### src/source/icache_cfg_pkg.sv
// fixed cache and address geometry; the line must hold a whole number of 32-bit words
package icache_cfg_pkg;

  // physical byte address as seen by the instruction cache
  localparam int unsigned PADDR_WIDTH = 32;

  // one cache line is four 32-bit words
  localparam int unsigned ICACHE_LINE_WIDTH = 128;

  // words per line, used by the responder to assemble fills
  localparam int unsigned LINE_WORDS = ICACHE_LINE_WIDTH / 32;

  // byte-address bits that select a cache set
  // invalidations carry these bits of the written address
  localparam int unsigned ICACHE_INDEX_WIDTH = 12;

endpackage
### src/source/icache_msg_pkg.sv
// request and return messages between the cache and the emulator; widths come from the cfg package
package icache_msg_pkg;

  import icache_cfg_pkg::*;

  // return kinds sent back to the cache
  typedef enum logic [0:0] {
    IFILL_ACK = 1'b0,
    INV_REQ   = 1'b1
  } rtrn_type_e;

  // refill request, 33 bits
  typedef struct packed {
    logic [PADDR_WIDTH-1:0] paddr;
    // non-cacheable, single word read from I/O space
    logic                   nc;
  } icache_req_t;

  // return message, 144 bits
  typedef struct packed {
    rtrn_type_e                    rtype;
    logic [ICACHE_LINE_WIDTH-1:0]  data;
    logic                          nc;
    // only word 0 of data is valid
    logic                          f4b;
    logic [ICACHE_INDEX_WIDTH-1:0] inv_idx;
    // invalidate every way of inv_idx
    logic                          inv_all;
  } icache_rtrn_t;

endpackage

### src/source/mem_req_if.sv
// head of the input queue towards the responder; the head is consumed when valid and pop are both high
`timescale 1ns/100ps

interface mem_req_if
  import icache_msg_pkg::*;
();

  // queue holds at least one request
  logic        valid;
  // oldest buffered request
  icache_req_t req;
  // responder consumes the head this cycle
  logic        pop;

  modport queue (
    output valid,
    output req,
    input  pop
  );

  modport resp (
    input  valid,
    input  req,
    output pop
  );

endinterface

### src/source/req_queue.sv
// request input buffer; ack is combinational on valid and not full, REQ_DEPTH must be at least 1
`timescale 1ns/100ps

module req_queue
  import icache_msg_pkg::*;
#(
  parameter int unsigned REQ_DEPTH = 2
) (
  input  logic        clk_i,
  input  logic        rst_ni,
  input  logic        valid_i,
  input  icache_req_t req_i,
  output logic        ack_o,
  mem_req_if.queue    out_o
);

  localparam int unsigned PTR_W = (REQ_DEPTH > 1) ? $clog2(REQ_DEPTH) : 1;
  localparam int unsigned CNT_W = $clog2(REQ_DEPTH + 1);

  icache_req_t      buf_q [REQ_DEPTH];
  logic [PTR_W-1:0] wr_ptr_q;
  logic [PTR_W-1:0] rd_ptr_q;
  logic [CNT_W-1:0] count_q;
  logic             full;
  logic             push;
  logic             pop;

  assign full  = (count_q == CNT_W'(REQ_DEPTH));
  // request is taken at the edge where it is acked
  assign ack_o = valid_i & ~full;
  assign push  = ack_o;

  // head goes to the responder
  assign out_o.valid = (count_q != '0);
  assign out_o.req   = buf_q[rd_ptr_q];
  assign pop         = out_o.pop & out_o.valid;

  // pointers wrap at REQ_DEPTH, which need not be a power of two
  always_ff @(posedge clk_i or negedge rst_ni) begin
    if (!rst_ni) begin
      wr_ptr_q <= '0;
      rd_ptr_q <= '0;
      count_q  <= '0;
    end else begin
      if (push) begin
        wr_ptr_q <= (wr_ptr_q == PTR_W'(REQ_DEPTH - 1)) ? '0 : wr_ptr_q + 1'b1;
      end
      if (pop) begin
        rd_ptr_q <= (rd_ptr_q == PTR_W'(REQ_DEPTH - 1)) ? '0 : rd_ptr_q + 1'b1;
      end
      // simultaneous push and pop keep the count
      if (push && !pop) begin
        count_q <= count_q + 1'b1;
      end else if (pop && !push) begin
        count_q <= count_q - 1'b1;
      end
    end
  end

  // payload storage
  always_ff @(posedge clk_i) begin
    if (push) begin
      buf_q[wr_ptr_q] <= req_i;
    end
  end

endmodule

### src/flat_wrapper.sv
// flat-port wrapper written by rule: the top's interface ports become plain ports
module req_queue_flat import icache_msg_pkg::*;
#(
  parameter int unsigned REQ_DEPTH = 2
)
  (clk_i, rst_ni, valid_i, req_i, ack_o, out_o_valid, out_o_req, out_o_pop);
  mem_req_if out_o_i ();
  input  logic clk_i;
  input  logic rst_ni;
  input  logic valid_i;
  input  icache_req_t req_i;
  output logic ack_o;
  output wire logic [$bits(out_o_i.valid)-1:0] out_o_valid;
  output wire logic [$bits(out_o_i.req)-1:0] out_o_req;
  input wire logic [$bits(out_o_i.pop)-1:0] out_o_pop;
  assign out_o_valid = out_o_i.valid;
  assign out_o_req = out_o_i.req;
  assign out_o_i.pop = out_o_pop;
  req_queue #(.REQ_DEPTH(REQ_DEPTH)) u_core (.clk_i(clk_i), .rst_ni(rst_ni), .valid_i(valid_i), .req_i(req_i), .ack_o(ack_o), .out_o(out_o_i));
endmodule
### config.mk
export PLATFORM = sky130hd
export DESIGN_NAME = req_queue_flat
export DESIGN_NICKNAME = d
export VERILOG_FILES = /design/src/source/icache_cfg_pkg.sv /design/src/source/icache_msg_pkg.sv /design/src/source/mem_req_if.sv /design/src/source/req_queue.sv /design/src/flat_wrapper.sv
export SDC_FILE = /design/constraint.sdc
export NUM_CORES = 1
export LEC_CHECK = 0
export BUFFER_PORTS_ARGS = -buffer_cell sky130_fd_sc_hd__buf_2
export CORE_ASPECT_RATIO = 0.6
export CORE_MARGIN = 1.5
export CORE_UTILIZATION = 49
export CTS_CLUSTER_DIAMETER = 60
export DETAILED_ROUTE_END_ITERATION = 10
export PLACE_DENSITY = 0.76
export SYNTH_ARGS = -nofsm -noshare
export SYNTH_HDL_FRONTEND = slang
export SYNTH_SLANG_ARGS = --single-unit
### constraint.sdc
create_clock -name clk_i -period 3.3 [get_ports clk_i]
set_clock_uncertainty 0.2 [all_clocks]
set_input_delay 0.33 -clock clk_i [delete_from_list [all_inputs] [get_ports clk_i]]
set_output_delay 0.33 -clock clk_i [all_outputs]
set_load 0.02 [all_outputs]
* Word level (Yosys, flattened, before mapping)
Memory sizes are Yosys's and may differ from the RTL's. Index checks and enable logic that the tools add are counted.
Operators by class: muxes and demuxes 6, equal/unequal tests 1, $add $sub $neg 4, reductions and logical operators 6, bitwise gates (word level) 3
Operators with widths (count):
- 2-to-1 mux 1 bit | 4
- 2-to-1 mux 2 bit | 2
- nonzero test 2 bit | 2
- adder 1 bit, second input constant | 2
- adder 2 x 1 -> 2 bit, second input constant | 1
- bitwise AND 1 bit | 2
- equality test 2 bit, second input constant | 1
- logical AND 1 bit | 2
- zero test 1 bit | 2
- subtractor 2 x 1 -> 2 bit, second input constant | 1
- inverter 1 bit | 1
Storage, ports and cells: memories kept 1, bits in writable memories 66, input port bits 37, logic and storage cells 24, register bits 4, output and inout port bits 35
Memory list:
- u_core.buf_q | depth 2, width 33, read ports 1, clocked after Yosys merged registers in 0, write ports 1, RTL line req_queue.sv:20 | icache_req_t buf_q [REQ_DEPTH];

* Longest topological paths before layout
Gate-level depths: netlist (run 1).
depth in word-level cells 7, gate-level depth with buffers 7, depth with buffers taken out 7

* Worst setup path before layout (run 1)
OpenSTA, ideal clock, no wires.
path type register to register, start point register u_core.count_q[1], end point memory u_core.buf_q[1][0] (netlist bit) (enable), path slack 0.749 ns, arrival 1.928 ns, buffers on the path 0, stages on the path, launching flop included 4, required time 2.677 ns, library setup time 0.423 ns, path through dfrtp_1 -> inv_1 -> o21ai_2 -> nor2_1
Between the ends: cells in the longest elaborated chain, start to end 5
RTL lines:
- from (decl) | RTL line req_queue.sv:23 | logic [CNT_W-1:0] count_q;
- from (signal assigned) | RTL line req_queue.sv:53 | count_q <= count_q + 1'b1;
- from (signal assigned) | RTL line req_queue.sv:55 | count_q <= count_q - 1'b1;
- equality test 2 bit | RTL line req_queue.sv:28 | assign full = (count_q == CNT_W'(REQ_DEPTH));
- inverter 1 bit | RTL line req_queue.sv:30 | assign ack_o = valid_i & ~full;
- bitwise AND 1 bit | RTL line req_queue.sv:30
- 2-to-1 mux 1 bit | RTL line req_queue.sv:62 | if (push) begin
- 2-to-1 mux 1 bit (not written as such) | RTL line req_queue.sv:63 | buf_q[wr_ptr_q] <= req_i;
- to (decl) | RTL line req_queue.sv:20
Every way passes these cells.

* Worst setup path in the final report (run 1)
start point register u_core.rd_ptr_q, end point output out_o_req[18]
Between the ends: cells in the longest elaborated chain, start to end 1
RTL lines:
- from (decl) | RTL line req_queue.sv:22 | logic [PTR_W-1:0] rd_ptr_q;
- from (signal assigned) | RTL line req_queue.sv:49 | rd_ptr_q <= (rd_ptr_q == PTR_W'(REQ_DEPTH - 1)) ? '0 : rd_ptr_q + 1'b1;
- memory (2 x 33 bit)
- to (decl) | RTL line flat_wrapper.sv:14 | output wire logic [$bits(out_o_i.req)-1:0] out_o_req;
Every way passes these cells.

==> results.toml, run 1 <==
[finish]
nNetsFinal = 273
diodes = 0
drive_gt1_frac = 0.515
fillerInstances = 328
area_growth_pct = 33.3
multi_input_comb_area_sq_um = 584
layout_common_cells = "71 x buf_2, 66 x edfxtp_1, 34 x dlygate4sd3_1"
seq_area_sq_um = 2080
final_common_cell = "buf_2"
stdcell_count = 305

[setup_path]
cp_cell_sequence = "buf_4 -> mux2_4 -> buf_2"
required_ns = 2.77
crit_end = "out_o_req[18]"
cp_max_fo = 21
crit_type = "reg -> out"
cpLargestDelayFamily = "flip-flops"
startpoint = "u_core.rd_ptr_q"
reg2reg_slack_ns = 1.35
rr_startpoint = "u_core.count_q[1]"
timing.reg2reg.worst_path_depth = 3
cp_num_cells = 3
critPathLaunchType = "register"
r2r-end = "u_core.buf_q[1][9]"
cp_slowest_stage_delay_ns = 0.76
cp.buffers_inverters = 2
end_kind = "output port"
slowest_stage = "dfrtp_2"
arrival_ns = 1.98

[power]
power_density_nw_per_um2 = 842
leakagePower_nw = 1.48
vdd_drop_max_mv = 0.491

[sta]
fin_crit_ns = 2.51
setup_viol = 0
finalHoldViolCount = 0
rsz0062_at_grt = "false"
worst_pin_slew_ns = 0.941
fin_tns_setup_ns = 0
period_share = 0.762
slew_headroom = 0.371
clock.fmax_ghz = 0.398
slew_violations = 0

[route]
wire_per_inst_um = 15.3
drt_wl_total_um = 4650
routed_via_density = 4.72
initialDrtViolationCount = 82
drc = 0
via_count = 1439
firstDrtPassIters = 4
antenna_left = 0

[grt]
grt_max_degree = 34
grt_pass1_wl_um = 7120
grt_pass1_vias = 1492
grt_overflow_total = 0
grt_use_total = 0.166
antenna_found_initial = 0

[synth]
netlist_area_sq_um = 2730
seq_area_frac_synth = 0.762
synth_cell_type_count = 14
ys_ff_latch = 70
yosysWarnings = 0
synth.avg_cell_area_sq_um = 22.4
syn_inst = 122
syn-num-nets = 160

[clock_network]
cts_tree = "yes"
cts-resized-gates = 0
numCtsBuffers = 9
cts_root_buffer = "clkbuf_8"
clk-insertion-delay-late_ns = 0.32
path_clk_slew_ns = 0.06
cts.sinks = 70
cts_buffer_depth = 2
htreeDepth = 3

[flow_run]
maxCapViolCount = 0

[placed_design]
numPortBuffers = 71
dp.cells = 256
dp_hpwl_um = 2890
place.gp.congestion = 0.687

[floorplan]
std_cell_rows = 20
die_y_um = 60.9
dieArea_sq_um = 6050
ios = 72
start_util = 0.525
fp.coreArea_sq_um = 5200
die_x_um = 99.4

[min_path]
hold_path_class = "in -> reg"

[outcome]
status = "finished, final reports clean"
==> tightest hold or removal path, cell delays in order <==
cell,delay (ns)
buf_2,0.10
nand2_2,0.07
xnor2_1,0.06
==> worst min-delay path by stage <==
stage | start | end | slack (ns) | cells after the start
CTS | out_o_pop | u_core.rd_ptr_q | 0.05 | 3
floorplan | rst_ni | u_core.count_q[0] | -0.17 | 0
detailed placement | rst_ni | u_core.wr_ptr_q | -0.06 | 1
global placement | rst_ni | u_core.count_q[0] | -0.06 | 1
finish | out_o_pop | u_core.rd_ptr_q | 0.07 | 3
global route | out_o_pop | u_core.rd_ptr_q | 0.06 | 3
==> layout make-up <==
| cell class | count | share of cell area |
|---|---|---|
| clock buffers | 10 | 0.0350 |
| clock inverters | 5 | 0.0141 |
| inverters | 3 | 0.00309 |
| multi-input cells | 45 | 0.160 |
| flip-flops and latches | 70 | 0.572 |
| well taps | 66 | 0.0227 |
| repair buffers | 106 | 0.193 |
==> Yosys cell counts, drive strengths merged <==
library cell	instances	area share
nor2	3	0.0041
edfxtp	66	0.72
inv	3	0.0041
ha	1	0.0046
mux2	33	0.18
xor2	1	0.0032
or2	1	0.0023
buf	4	0.026
o21ai	1	0.0032
nand2	1	0.0023
xnor2	4	0.013
dfrtp	4	0.037
==> registers in the layout, indices dropped and copies added (netlist names) <==
register and flops:
u_core.rd_ptr_q 1, u_core.wr_ptr_q 1, u_core.buf_q 66, u_core.count_q 2
==> per-layer routing <==
| layer | GRT usage | vias to the layer above | share of wire |
|---|---|---|---|
| met4 | 0.0744 | 0 | 0.0077 |
| met3 | 0.0611 | 6 | 0.064 |
| li1 | - | 691 | - |
| met1 | 0.201 | 687 | 0.44 |
| met5 | 0 | - | 0 |
| met2 | 0.278 | 55 | 0.49 |
==> logic make-up (layout without fill, tap and decap cells) <==
| family | count (synthesis) | after routing | synth area share |
|---|---|---|---|
| AOI/OAI and AO/OA | 1 | 1 | 0.00320 |
| xor gates and xnor gates | 5 | 5 | 0.0160 |
| adders and majority gates | 1 | 1 | 0.00458 |
| and+or+nand+nor | 5 | 5 | 0.00870 |
| muxes | 33 | 33 | 0.176 |
| DFF | 70 | 70 | 0.762 |
| buffers and inverters | 7 | 124 | 0.0302 |
==> power by group <==
part	switching, mW	leakage (nW)	internal (mW)
clock network	0.277	0.0896	0.339
registers	0.129	0.658	1.22
logic	0.583	0.732	0.517
==> metrics by stage <==
step	utilization	power (mW)	cell area (sq um)	hold slack, ns	setup WS (ns)
4_1_cts	0.700	3.10	3640	0.0492	0.754
3_5_place_dp	0.600	2.45	3120	-0.0596	1.12
3_3_place_gp	0.600	2.41	3120	-0.0604	1.16
2_1_floorplan	-	2.22	2730	-0.166	0.749
5_1_grt	0.700	3.22	3640	0.0646	0.673
6_report	0.700	3.07	3640	0.0709	0.786
==> repair_timing <==
action                    CTS  global route
hold buffers               34             0
buffers inserted            0             0
hold endpoints to repair   70             0
Power figures use the tool's default switching activity.
==> inputs of run 2 (changes only) <==
clock period = 2.5 ns   (was 3.3 ns; I/O delays follow)
==> run 2 against run 1 <==
Against the previous run:
- final cell count rose by 1.3%
- wire length increased by 3.8%
- worst hold slack got worse by 0.025 ns
- power grew 34%
- sequential power up 29%
- sequential share of layout area fell by 0.60 points
- utilization is 0.75 points higher
- via count up 1.7%
- sequential cell count is the same
- combinational power rose by 40%
- critical endpoint is now out_o_req[13]
- largest power group unchanged
==> results.toml, run 2 (same netlist as run 1, synthesis figures left out) <==
[floorplan]
ios = 72
die_y_um = 60.9
std_cell_rows = 20
dieArea_sq_um = 6050
fp.coreArea_sq_um = 5200
die_x_um = 99.4
start_util = 0.525

[sta]
clock.fmax_ghz = 0.462
finalHoldViolCount = 0
slew_headroom = 0.695
setup_viol = 0
rsz0062_at_grt = "false"
worst_pin_slew_ns = 0.457
hold_ws_ns = 0.0455
period_share = 0.866
slew_violations = 0
fin_crit_ns = 2.16

[clock_network]
path_clk_slew_ns = 0.07
numCtsBuffers = 9
cts_root_buffer = "clkbuf_8"
cts-resized-gates = 0
cts_buffer_depth = 2
htreeDepth = 3
postCtsSetupRepairBufs = 0
clk-insertion-delay-late_ns = 0.33
cts_tree = "yes"
cts.sinks = 70

[min_path]
hold_path_class = "in -> async"

[setup_path]
crit_type = "reg -> out"
arrival_ns = 1.71
critPathLaunchType = "register"
timing.reg2reg.worst_path_depth = 5
required_ns = 2.05
cp_max_fo = 24
reg2reg_slack_ns = 0.72
end_kind = "output port"

[route]
initialDrtViolationCount = 105
via_count = 1464
firstDrtPassIters = 4
drt_wl_total_um = 4830
drc = 0
antenna_left = 0
routed_via_density = 4.74
wire_per_inst_um = 15.6

[finish]
regMostFlops = "u_core.buf_q"
drive_gt1_frac = 0.514
final_common_cell = "buf_2"
area_growth_pct = 34.7
utilization = 0.707
stdcell_count = 309
largestRegisters = "u_core.buf_q: 66 flops, u_core.count_q: 2 flops"
diodes = 0
fillerInstances = 342
seq_area_sq_um = 2080
multi_input_comb_area_sq_um = 584
layout_common_cells = "71 x buf_2, 66 x edfxtp_1, 35 x dlygate4sd3_1"
nNetsFinal = 276
largest_reg_flops = 66

[placed_design]
place.gp.congestion = 0.740
dp_hpwl_um = 2990
numPortBuffers = 71
dp.cells = 258

[grt]
grt_overflow_total = 0
grt_max_degree = 34
grt_pass1_wl_um = 7180
grt_use_total = 0.169
antenna_found_initial = 0
grt_pass1_vias = 1450

[power]
leakagePower_nw = 1.50
power_density_nw_per_um2 = 1120
p_total_mw = 4.12
vdd_drop_max_mv = 0.509

[flow_run]
maxCapViolCount = 0

[outcome]
status = "finished, final reports clean"
run 2: cell count changes in the layout (fill, tap and decap cells not counted), sizes merged:
cell,before,now
dlygate4sd3,34,35
clkinvlp,1,0
clkinv,3,5
buf,72,74
run 2: layout make-up:
cell class / count / share of cell area
clock buffers: 10 / 0.0347
clock inverters: 6 / 0.0143
inverters: 3 / 0.00306
multi-input cells: 45 / 0.159
flip-flops and latches: 70 / 0.566
well taps: 66 / 0.0224
repair buffers: 109 / 0.201
run 2: timing repair:
item                                    4_1_cts  5_1_grt
hold buffers                                 35        0
hold endpoints to repair                     71        0
endpoints found under the setup margin        0        0
run 2: metrics by stage:
step | worst slack (ns) | area, sq um | TNS [ns]
3_5_place_dp | 0.680 | 3150 | 0
5_1_grt | 0.248 | 3680 | 0
4_1_cts | 0.303 | 3680 | 0
3_3_place_gp | 0.714 | 3150 | 0
6_report | 0.336 | 3680 | 0
2_1_floorplan | -0.0509 | 2730 | -3.36
run 2: path summary, 6_finish.rpt:
kind | startpoint | end
worst max-delay path | u_core.rd_ptr_q | out_o_req[13]
worst min-delay path | rst_ni | u_core.count_q[0]
worst max register to register | u_core.count_q[0] | u_core.count_q[1]
worst min register to register | u_core.wr_ptr_q | u_core.wr_ptr_q
max in group asynchronous | rst_ni | u_core.rd_ptr_q
min in group clk_i | valid_i | u_core.wr_ptr_q
run 2: power breakdown:
part / switching, mW / total, mW / internal, mW / leakage, nW
Sequential: 0.133 / 1.74 / 1.61 / 0.658
Combinational: 0.822 / 1.54 / 0.715 / 0.751
Clock: 0.389 / 0.838 / 0.449 / 0.0949
Total: 1.34 / 4.12 / 2.78 / 1.50
run 2: metal layers:
layer | track usage | wire (um)
met5 | 0 | 0
met4 | 0.0604 | 8
met3 | 0.0806 | 355
met2 | 0.270 | 2270
met1 | 0.207 | 2190
run 2: worst max-delay path, stage by stage, from the launching register on:
cell	delay (ns)
dfrtp_2	0.60
buf_12	0.26
mux2_2	0.36
buf_2	0.16
