$ cat src/source/icache_cfg_pkg.sv
// fixed cache and address geometry; the line must hold a whole number of 32-bit words
package icache_cfg_pkg;

  // physical byte address as seen by the instruction cache
  localparam int unsigned PADDR_WIDTH = 32;

  // one cache line is four 32-bit words
  localparam int unsigned ICACHE_LINE_WIDTH = 128;

  // words per line, used by the responder to assemble fills
  localparam int unsigned LINE_WORDS = ICACHE_LINE_WIDTH / 32;

  // byte-address bits that select a cache set
  // invalidations carry these bits of the written address
  localparam int unsigned ICACHE_INDEX_WIDTH = 12;

endpackage
$ cat src/source/icache_msg_pkg.sv
// request and return messages between the cache and the emulator; widths come from the cfg package
package icache_msg_pkg;

  import icache_cfg_pkg::*;

  // return kinds sent back to the cache
  typedef enum logic [0:0] {
    IFILL_ACK = 1'b0,
    INV_REQ   = 1'b1
  } rtrn_type_e;

  // refill request, 33 bits
  typedef struct packed {
    logic [PADDR_WIDTH-1:0] paddr;
    // non-cacheable, single word read from I/O space
    logic                   nc;
  } icache_req_t;

  // return message, 144 bits
  typedef struct packed {
    rtrn_type_e                    rtype;
    logic [ICACHE_LINE_WIDTH-1:0]  data;
    logic                          nc;
    // only word 0 of data is valid
    logic                          f4b;
    logic [ICACHE_INDEX_WIDTH-1:0] inv_idx;
    // invalidate every way of inv_idx
    logic                          inv_all;
  } icache_rtrn_t;

endpackage

$ cat src/source/mem_rtrn_if.sv
// responder into the output queue; push must only be raised while full is low
`timescale 1ns/100ps

interface mem_rtrn_if
  import icache_msg_pkg::*;
();

  // write one return message this cycle
  logic         push;
  // message to store
  icache_rtrn_t rtrn;
  // output queue has no free slot
  logic         full;

  // responder side
  modport src (
    output push,
    output rtrn,
    input  full
  );

  // output queue side
  modport sink (
    input  push,
    input  rtrn,
    output full
  );

endinterface

$ cat src/source/rtrn_queue.sv
// return output buffer; the head stays valid until accepted by ready, RTRN_DEPTH must be at least 1
`timescale 1ns/100ps

module rtrn_queue
  import icache_msg_pkg::*;
#(
  parameter int unsigned RTRN_DEPTH = 2
) (
  input  logic         clk_i,
  input  logic         rst_ni,
  mem_rtrn_if.sink     in_i,
  output logic         vld_o,
  output icache_rtrn_t rtrn_o,
  input  logic         rdy_i
);

  localparam int unsigned PTR_W = (RTRN_DEPTH > 1) ? $clog2(RTRN_DEPTH) : 1;
  localparam int unsigned CNT_W = $clog2(RTRN_DEPTH + 1);

  icache_rtrn_t     buf_q [RTRN_DEPTH];
  logic [PTR_W-1:0] wr_ptr_q;
  logic [PTR_W-1:0] rd_ptr_q;
  logic [CNT_W-1:0] count_q;
  logic             pop;

  // full stalls both writes and fills in the responder
  assign in_i.full = (count_q == CNT_W'(RTRN_DEPTH));

  // head towards the cache
  assign vld_o  = (count_q != '0);
  assign rtrn_o = buf_q[rd_ptr_q];
  assign pop    = vld_o & rdy_i;

  always_ff @(posedge clk_i or negedge rst_ni) begin
    if (!rst_ni) begin
      wr_ptr_q <= '0;
      rd_ptr_q <= '0;
      count_q  <= '0;
    end else begin
      if (in_i.push) begin
        wr_ptr_q <= (wr_ptr_q == PTR_W'(RTRN_DEPTH - 1)) ? '0 : wr_ptr_q + 1'b1;
      end
      if (pop) begin
        rd_ptr_q <= (rd_ptr_q == PTR_W'(RTRN_DEPTH - 1)) ? '0 : rd_ptr_q + 1'b1;
      end
      if (in_i.push && !pop) begin
        count_q <= count_q + 1'b1;
      end else if (pop && !in_i.push) begin
        count_q <= count_q - 1'b1;
      end
    end
  end

  // message storage
  always_ff @(posedge clk_i) begin
    if (in_i.push) begin
      buf_q[wr_ptr_q] <= in_i.rtrn;
    end
  end

endmodule

$ cat src/flat_wrapper.sv
// flat-port wrapper written by rule: the top's interface ports become plain ports
module rtrn_queue_flat import icache_msg_pkg::*;
#(
  parameter int unsigned RTRN_DEPTH = 2
)
  (clk_i, rst_ni, vld_o, rtrn_o, rdy_i, in_i_push, in_i_rtrn, in_i_full);
  mem_rtrn_if in_i_i ();
  input  logic clk_i;
  input  logic rst_ni;
  output logic vld_o;
  output icache_rtrn_t rtrn_o;
  input  logic rdy_i;
  input wire logic [$bits(in_i_i.push)-1:0] in_i_push;
  input wire logic [$bits(in_i_i.rtrn)-1:0] in_i_rtrn;
  output wire logic [$bits(in_i_i.full)-1:0] in_i_full;
  assign in_i_i.push = in_i_push;
  assign in_i_i.rtrn = in_i_rtrn;
  assign in_i_full = in_i_i.full;
  rtrn_queue #(.RTRN_DEPTH(RTRN_DEPTH)) u_core (.clk_i(clk_i), .rst_ni(rst_ni), .in_i(in_i_i), .vld_o(vld_o), .rtrn_o(rtrn_o), .rdy_i(rdy_i));
endmodule
$ cat config.mk
export PLATFORM = sky130hd
export DESIGN_NAME = rtrn_queue_flat
export DESIGN_NICKNAME = d
export VERILOG_FILES = /design/src/source/icache_cfg_pkg.sv /design/src/source/icache_msg_pkg.sv /design/src/source/mem_rtrn_if.sv /design/src/source/rtrn_queue.sv /design/src/flat_wrapper.sv
export SDC_FILE = /design/constraint.sdc
export NUM_CORES = 1
export LEC_CHECK = 0
export BUFFER_PORTS_ARGS = -buffer_cell sky130_fd_sc_hd__buf_2
export CAP_MARGIN = 20
export CORE_MARGIN = 8
export CORE_UTILIZATION = 56
export DETAILED_ROUTE_END_ITERATION = 8
export PLACE_DENSITY_LB_ADDON = 0.2
export SLEW_MARGIN = 20
export SYNTH_ARGS = -nofsm -noshare
export SYNTH_HDL_FRONTEND = slang
export SYNTH_SLANG_ARGS = --single-unit
$ cat constraint.sdc
create_clock -name clk_i -period 12.26 [get_ports clk_i]
set_clock_uncertainty 0.05 [all_clocks]
set_input_delay 0 -clock clk_i [delete_from_list [all_inputs] [get_ports clk_i]]
set_output_delay 0 -clock clk_i [all_outputs]
set_load 0.05 [all_outputs]
# Word-level counts from Yosys, hierarchy flattened
# Memory sizes are Yosys's and may differ from the RTL's.
# Cells that the tools add are included.
# word_totals
register_bits	4
mem_bits_rw	288
elab_cells	22
memories	1
# mem_list
memory	words	word_bits	rd	rd_ports_with_merged_regs	wr	line_no	source
u_core.buf_q	2	144	1	0	1	rtrn_queue.sv:20	icache_rtrn_t buf_q [RTRN_DEPTH];
# op_classes
n_addsub	4
eq_ne	1
n_mux	6
n_bitwise	1
reduce_logical	6
# ops
op	n
1-bit two-way mux	4
2-bit two-way mux	2
2-bit nonzero test	2
1-bit adder (second input constant)	2
2-bit by 1-bit adder with 2-bit output (second input constant)	1
2-bit equality test (second input constant)	1
1-bit logical AND	2
1-bit zero test	2
2-bit by 1-bit subtractor with 2-bit output (second input constant)	1
1-bit AND	1

# Depth between registers and ports, before layout
# Gate-level depths: netlist (run 1).
# depth
word_depth	5
ltp_mapped	6
ltp_nobuf	6

# Least setup slack after synthesis (run 1)
# OpenSTA, ideal clock, no wires.
# synth_timing
path_type	register to register
startpoint	reg u_core.wr_ptr_q
endpoint	mem u_core.buf_q[0][0] (netlist bit) (enable)
setup_ns	0.667
t_arrival_ns	6.761
required_ns	11.543
path_slack_ns	4.782
path_stages_with_launch	2
cell_sequence	dfrtp_1 nor2b_1
# synth_lines
item	line_no	source
from (decl)	rtrn_queue.sv:21	logic [PTR_W-1:0] wr_ptr_q;
from (signal assigned)	rtrn_queue.sv:41	wr_ptr_q <= (wr_ptr_q == PTR_W'(RTRN_DEPTH - 1)) ? '0 : wr_ptr_q + 1'b1;
to (decl)	rtrn_queue.sv:20	
# Straight into the memory's write port.

==> results of run 1 <==
-- report_power, final --
part	internal (mW)	switching, mW
Clock	0.435	0.340
Sequential	1.33	0.0683
Combinational	0.461	1.11
Total	2.23	1.52
-- cell families after synthesis --
logic type	after synthesis
flops	292
mux	144
buf+inv	16
fa+ha+maj	1
xor+xnor	5
simple gates	6
-- cells in the final DEF, fill, tap and decap left out, drive strengths merged --
cell type	Yosys	routed
clkbuf	0	39
and2	1	1
dlygate4sd3	0	148
edfxtp	288	288
clkinv	0	14
nand2	1	1
nor2b	2	2
inv	0	1
or2	1	1
diode	0	2
mux2	144	144
xor2	3	3
dfrtp	4	4
nor2	1	1
xnor2	2	2
ha	1	1
buf	16	298
-- worst max-delay path: stages, from the launching register on --
cell and delay, ns:
dfrtp_4 0.70, buf_4 0.79, mux2_2 0.43, buf_2 0.22
-- area by class of cell --
| class | count | area share, % |
|---|---|---|
| timing repair buffer | 446 | 20.2 |
| clock inverter | 15 | 0.483 |
| clock buffer | 39 | 5.16 |
| tap | 234 | 1.98 |
| sequential | 292 | 59.2 |
| antenna | 2 | 0.0339 |
| multi-input combinational | 156 | 12.9 |
-- layer usage --
layer | part of all wire (%) | wire length [µm] | vias up | global-route usage [%]
met5 | 0 | 0 | - | 0
met1 | 38 | 9290 | 2955 | 23.4
met2 | 52 | 12800 | 284 | 34.6
met3 | 7.8 | 1910 | 47 | 5.80
met4 | 2.2 | 528 | 0 | 5.09
li1 | - | - | 2784 | -
-- worst paths after layout --
path | startpoint | endpoint | slack, ns | cells past startpoint
max in group asynchronous | rst_ni | u_core.rd_ptr_q | 11.62 | 3
setup reg to reg | u_core.wr_ptr_q | u_core.buf_q[1][109] | 9.63 | 2
hold / removal | in_i_rtrn[9] | u_core.buf_q[1][9] | 0.14 | 2
hold reg to reg | u_core.count_q[1] | u_core.count_q[1] | 0.44 | 1
setup / recovery | u_core.rd_ptr_q | rtrn_o[32] | 9.45 | 3
min in group asynchronous | rst_ni | u_core.wr_ptr_q | 0.35 | 3
-- sequential cells by signal, summed over array words and instances, names as in the netlist --
signal / flops
u_core.buf_q: 288
u_core.count_q: 2
u_core.rd_ptr_q: 1
u_core.wr_ptr_q: 1
-- what timing repair did --
item,in CTS,in global routing
buffers inserted,0,0
hold endpoints to repair,296,0
hold buffers,148,0
-- stage by stage --
stage	utilization [%]	hold slack [ns]	power (mW)	cell area (µm²)	worst slack [ns]
final	78.7	0.142	3.75	14800	9.45
after global routing	78.7	0.130	3.88	14800	9.33
after CTS	78.7	0.115	3.76	14800	9.42
after detailed placement	66.4	-0.242	2.95	12500	9.59
after global placement	66.4	-0.244	2.92	12500	9.66
after floorplan	-	-0.346	2.67	10800	4.78
==> metrics.md, run 1 <==
| Metric | Value |
|---|---|
| Status | finished, final reports clean |
| Endpoints failing setup | 0 |
| Area leader, netlist | edfxtp_1 |
| Post-synth top area share | 80.3% |
| # IOs | 294 |
| Largest net degree at the start of global routing | 77 |
| Fmax | 0.356 GHz |
| Vias/cell | 5.13 |
| Clk_lat worst skew | 0.53 ns |
| First-pass GRT wire length | roughly 37000 µm |
| Die width | approximately 150 µm |
| Multi-input logic area | 0.00191 mm² |
| Max cap viols | 0 |
| Placed insts | 980 |
| Grt total ovfl | 0 |
| P_leak | slightly below 6 nW |
| Port Buf Inserts | between 200 and 300 |
| Post-synthesis mux area share | 16.8% |
| DR WL/cell | 20.7 µm |
| Std cell rows | 50 |
| Fin. max-slew vios | 0 |
| Final setup TNS | 0 ns |
| Top-count cell post-synth | edfxtp_1 |
| Post-Syn Instances | between 400 and 500 |
| Routed vias | just over 6000 |
| Synth warn | 0 |
| Share of synthesized registers carrying an async set or reset | between 1 and 1.5% |
| Clock sinks | 292 |
| Vert. Die Dim | between 150 and 200 µm |
| Top cells by area, synth | edfxtp_1 80%, mux2_2 9.8%, mux2_4 7.0% |
| Worst setup SP type | flop |
| Initial core utilization | about 57% |
| Prevailing post-synth register cell | edfxtp_1 |
| Largest family of logic cells by synthesized area | multiplexers |
| Synth top cells by count | 288 x edfxtp_1, 94 x mux2_2, 50 x mux2_4, 9 x buf_2, 7 x buf_6 |
| Initial antenna violation count | 2 |
| PostCTS Resize Cnt | 0 |
| CTS Buffer Depth | 3 |
| Simple-gate share of the synthesized area | 0.302% |
| Avg Inst Size Synth | around 23 µm² |
| Die area | 0.0239 mm² |
| 1st-pass router iterations | 4 |
| Power per cell area | approximately 250 mW/mm² |
| Area growth from synthesis to layout | 37.2% |
| Final worst-path cycle share | 22.9% |
| Synth Cell Area | 0.0108 mm² |
| Register area | 0.00875 mm² |
| Root Buffer | clkbuf_16 |
| Reg clk slew, reported paths | 0.06 ns |
| Syn_nets | 613 |
| Post-synth EDFFs | 288 |
| Max IR drop VDD | 246 µV |
| Routability cong. | 0.750 |
| Total Routing Usage GR | roughly a fifth |
| Synth Area in XOR/XNOR | 0.407% |
| Antenna Nets Post-Route | 0 |
| Fin. Hold Viols | 0 |
| CP Data Required Time | 12.21 ns |
| Synth Area in Compound Gates | 0% |
| RSZ-0062 raised after global routing | no |
| Register bit count reported by yosys | 292 |
| Core outline area | about 0.019 mm² |
| Vias in the first global route | 6725 |
| Nets | 1074 |
| Post-route insts no fill | 1184 |
| CTS Buf Count | 29 |
| CTS tree | built |
| Min cycle time layout | between 2 and 3 ns |
| Critical path arrival | approximately 2.8 ns |
| Critical path class | reg2out |
| Drc violations | 0 |
| Routed wire length | 24500 µm |
| H-tree levels | 1 |
| Post-synth cell types | 14 |
| Crit. End Element | primary output |
| Slew @ Worst Pin | ~1.0 ns |
| CP Max Fanout | 60 |
| Slew HR | 32.5% |
| Sequential fraction of the synthesis area | ~80% |
| Share of layout cells above drive strength 1 | 51.1% |
| Post-Synth Adder-Cell Area | 0.116% |
| Fillcell total | 989 |
| Number of DRC markers in iteration 0 | 313 |
| DP Wirelength | around 15000 µm |
| Hold Path Class | in2reg |
Power figures use the tool's default switching activity.
==> run 2: changes to the inputs <==
Settings changed: ABC_AREA set to 1, CORE_UTILIZATION 56 to 47.
Clock period 12.26 ns to 2.3 ns, I/O delays scaled along.
==> run 2 against run 1 <==
Setup slack got worse by 9.3 ns. Utilization decreased by 12 points. Clock power increased to 6.0 times the previous value. Final cell count increased by 30%. Via count increased by 23%. Power increased to 5.8 times the previous value. Routed wire length increased by 8.9%. Global-route usage decreased by 1.0 points. Sequential share of layout area decreased by 1.0 points. Worst hold slack got worse by 0.0021 ns. Cell area increased by 1.8%. Count of clock-buffer cells in the layout decreased by 2. Critical path type unchanged. Critical endpoint is now rtrn_o[108]. Largest power group unchanged.
==> metrics.md, run 2 <==
| Metric | Value |
|---|---|
| RSZ-0062 raised after global routing | no (unchanged) |
| Root Buffer | clkbuf_16 (unchanged) |
| # hold bufs at CTS | 148 (unchanged) |
| Drc violations | 0 (unchanged) |
| R2R depth | 2 (unchanged) |
| Power per cell area | 1440 mW/mm² (was 253 mW/mm²) |
| Routed vias | 7436 (was 6070) |
| Slew @ Worst Pin | 0.736 ns (was 1.01 ns) |
| Post-synth top area share | 81.2% (was 80.3%) |
| Register bit count reported by yosys | 292 (unchanged) |
| Min cycle time layout | ~2.2 ns |
| Synth Cell Area | 0.0106 mm² (was 0.0108 mm²) |
| Max IR drop VDD | 1210 µV (was 246 µV) |
| Nets | 1385 (was 1074) |
| Final setup TNS | 0 ns (unchanged) |
| Fillcell total | 1554 (was 989) |
| Reg clk slew, reported paths | 0.06 ns (about the same) |
| Fmax | 0.460 GHz |
| Avg Inst Size Synth | 13.7 µm² (was 23.2 µm²) |
| Total Routing Usage GR | 18.6% (was 19.7%) |
| Synth warn | 0 (unchanged) |
| P_leak | 6.48 nW (was 5.78 nW) |
| CTS Buffer Depth | 3 (unchanged) |
| Critical path arrival | 2.12 ns (was 2.76 ns) |
| Routed wire length | 26700 µm (was 24500 µm) |
| Clk_lat worst skew | 0.53 ns (about the same) |
| Total power | 21.7 mW (was 3.75 mW) |
| Syn_nets | 928 (was 613) |
| Reg with most FFs | u_core.buf_q (unchanged) |
| Initial antenna violation count | 1 (was 2) |
| Die width | 166 µm (was 155 µm) |
| Hold Path Origin | in_i_rtrn[117] (was in_i_rtrn[9]) |
| Setup slack, reg-to-reg | 0.69 ns (was 9.63 ns) |
| Initial core utilization | 47.5% (was 57.4%) |
| Endpoints failing setup | 0 (unchanged) |
| Area growth from synthesis to layout | 41.3% (was 37.2%) |
| Core outline area | 0.0224 mm² (was 0.0188 mm²) |
| Slew HR | 50.9% (was 32.5%) |
| Max FFs per register | 288 (unchanged) |
| Routability cong. | 0.774 (was 0.750) |
| Commonest non-fill, non-tap cell in the layout | nand2_1 (was buf_2) |
| CP Data Required Time | 2.25 ns (was 12.21 ns) |
| Critical path class | reg2out (unchanged) |
| Post-Syn Instances | 779 (was 464) |
| Area leader, netlist | edfxtp_1 (unchanged) |
| Vert. Die Dim | 166 µm (was 155 µm) |
| CTS tree | built (unchanged) |
| First-pass GRT wire length | 41700 µm (was 36900 µm) |
| CP Max Fanout | 145 (was 60) |
| Clock sinks | 292 (unchanged) |
| Antenna Nets Post-Route | 0 (unchanged) |
| Worst Hold Path Cells | 2 (unchanged) |
| Grt total ovfl | 0 (unchanged) |
| Post-synth cell types | 14 (unchanged) |
| Fin. Hold Viols | 0 (unchanged) |
| DP Wirelength | 16000 µm (was 14900 µm) |
| # IOs | 294 (unchanged) |
| Top-count cell post-synth | nand2_1 (was edfxtp_1) |
| DR WL/cell | 17.3 µm (was 20.7 µm) |
| Sequential fraction of the synthesis area | 82.2% (was 81.2%) |
| Postcts setup bufs | 0 (unchanged) |
| Hold Path End | u_core.buf_q[1][117] (was u_core.buf_q[1][9]) |
| Cell area after layout | 0.0150 mm² (was 0.0148 mm²) |
| Number of DRC markers in iteration 0 | 512 (was 313) |
| 1st-pass router iterations | 5 (was 4) |
| Post-synth EDFFs | 288 (unchanged) |
| Vias in the first global route | 7771 (was 6725) |
| Port Buf Inserts | 293 (unchanged) |
| Vias/cell | 4.82 (was 5.13) |
| Synth top cells by count | 441 x nand2_1, 288 x edfxtp_1, 15 x buf_2, 9 x clkbuf_1, 7 x buf_4 (was 288 x edfxtp_1, 94 x mux2_2, 50 x mux2_4, 9 x buf_2, 7 x buf_6) |
| CTS Buf Count | 29 (unchanged) |
| Status | finished, final reports clean (unchanged) |
| Worst setup SP type | flop (unchanged) |
| Top cells by area, synth | edfxtp_1 81%, nand2_1 16%, dfrtp_1 0.94% (was edfxtp_1 80%, mux2_2 9.8%, mux2_4 7.0%) |
| Largest net degree at the start of global routing | 146 (was 77) |
| PostCTS Resize Cnt | 0 (unchanged) |
| DP Area | 0.0126 mm² (was 0.0125 mm²) |
| Die area | 0.0277 mm² (was 0.0239 mm²) |
| Max cap viols | 0 (unchanged) |
| Std cell rows | 55 (was 50) |
| Largest regs | u_core.buf_q (288), u_core.count_q (2) (unchanged) |
| R2R Path Start | u_core.wr_ptr_q (unchanged) |
| Prevailing post-synth register cell | edfxtp_1 (unchanged) |
| H-tree levels | 1 (unchanged) |
| Commonest non-fill, non-tap cells in the layout | 440 x nand2_1, 293 x buf_2, 288 x edfxtp_1, 148 x dlygate4sd3_1, 29 x clkbuf_16 (was 293 x buf_2, 288 x edfxtp_1, 148 x dlygate4sd3_1, 94 x mux2_2, 50 x mux2_4) |
| Fin. max-slew vios | 0 (unchanged) |
| Share of synthesized registers carrying an async set or reset | 1.37% (unchanged) |
| Share of layout cells above drive strength 1 | 28.1% (was 51.1%) |
| Final worst-path cycle share | 94.5% |
| Hold Path Class | in2reg (unchanged) |
| R2R Path End | u_core.buf_q[0][128] (was u_core.buf_q[1][109]) |
| Crit. End Element | primary output (unchanged) |
| Worst Hold Slack | 0.140 ns (was 0.142 ns) |
==> run 2: area by class of cell <==
cell class	instances	area [µm²]	area share, %
Sequential cell	292	8750	58.2
Timing Repair Buffer	457	3240	21.6
Multi-Input combinational cell	449	1720	11.4
Clock buffer	37	756	5.02
Tap cell	285	357	2.37
Clock inverter	16	179	1.19
Inverter	7	32.5	0.216
Antenna cell	1	2.50	0.0166
==> run 2: worst max-delay path, stage by stage (launching register included) <==
cell and delay, ns:
dfrtp_4 0.44, buf_12 0.45, nand2_1 0.16, nand2_1 0.12, buf_2 0.28
==> run 2: how the worst max path moves through the flow <==
stage                                from                    to  slack [ns]
after floorplan           u_core.wr_ptr_q    u_core.buf_q[1][0]       -0.77
after global placement    u_core.wr_ptr_q  u_core.buf_q[0][128]        0.69
after detailed placement  u_core.wr_ptr_q  u_core.buf_q[0][132]        0.67
after CTS                 u_core.rd_ptr_q             rtrn_o[8]        0.14
after global routing      u_core.rd_ptr_q           rtrn_o[108]       0.005
final                     u_core.rd_ptr_q           rtrn_o[108]        0.13
==> run 2: report_power, final <==
group	switching, mW	internal [mW]
clock	1.89	2.76
sequential	0.249	7.05
combinational	7.67	2.04
total	9.81	11.9
==> run 2: stage by stage <==
step,setup WS [ns],instances,util [%]
3_5_place_dp,0.666,1342,56.3
5_1_grt,0.00503,1544,67.0
3_3_place_gp,0.686,1342,56.3
6_report,0.126,1544,67.0
2_1_floorplan,-0.768,779,-
4_1_cts,0.144,1543,67.0
==> run 2: per-layer routing <==
layer  vias to the layer above  global-route usage (%)  part of all wire [%]
met5                         -                       0                     0
met4                         0                    5.29                   2.4
met3                        51                    6.00                   9.8
met2                       340                    31.4                    48
met1                      3496                    22.8                    40
li1                       3549                       -                     -
==> run 2: kinds of logic after synthesis <==
| family | count (synthesis) | synth area share, % |
|---|---|---|
| adder cells (fa/ha/maj) | 1 | 0.118 |
| flip-flops | 292 | 82.2 |
| XOR/XNOR | 2 | 0.165 |
| AND/OR/NAND/NOR | 446 | 15.8 |
| buffers and inverters | 38 | 1.76 |
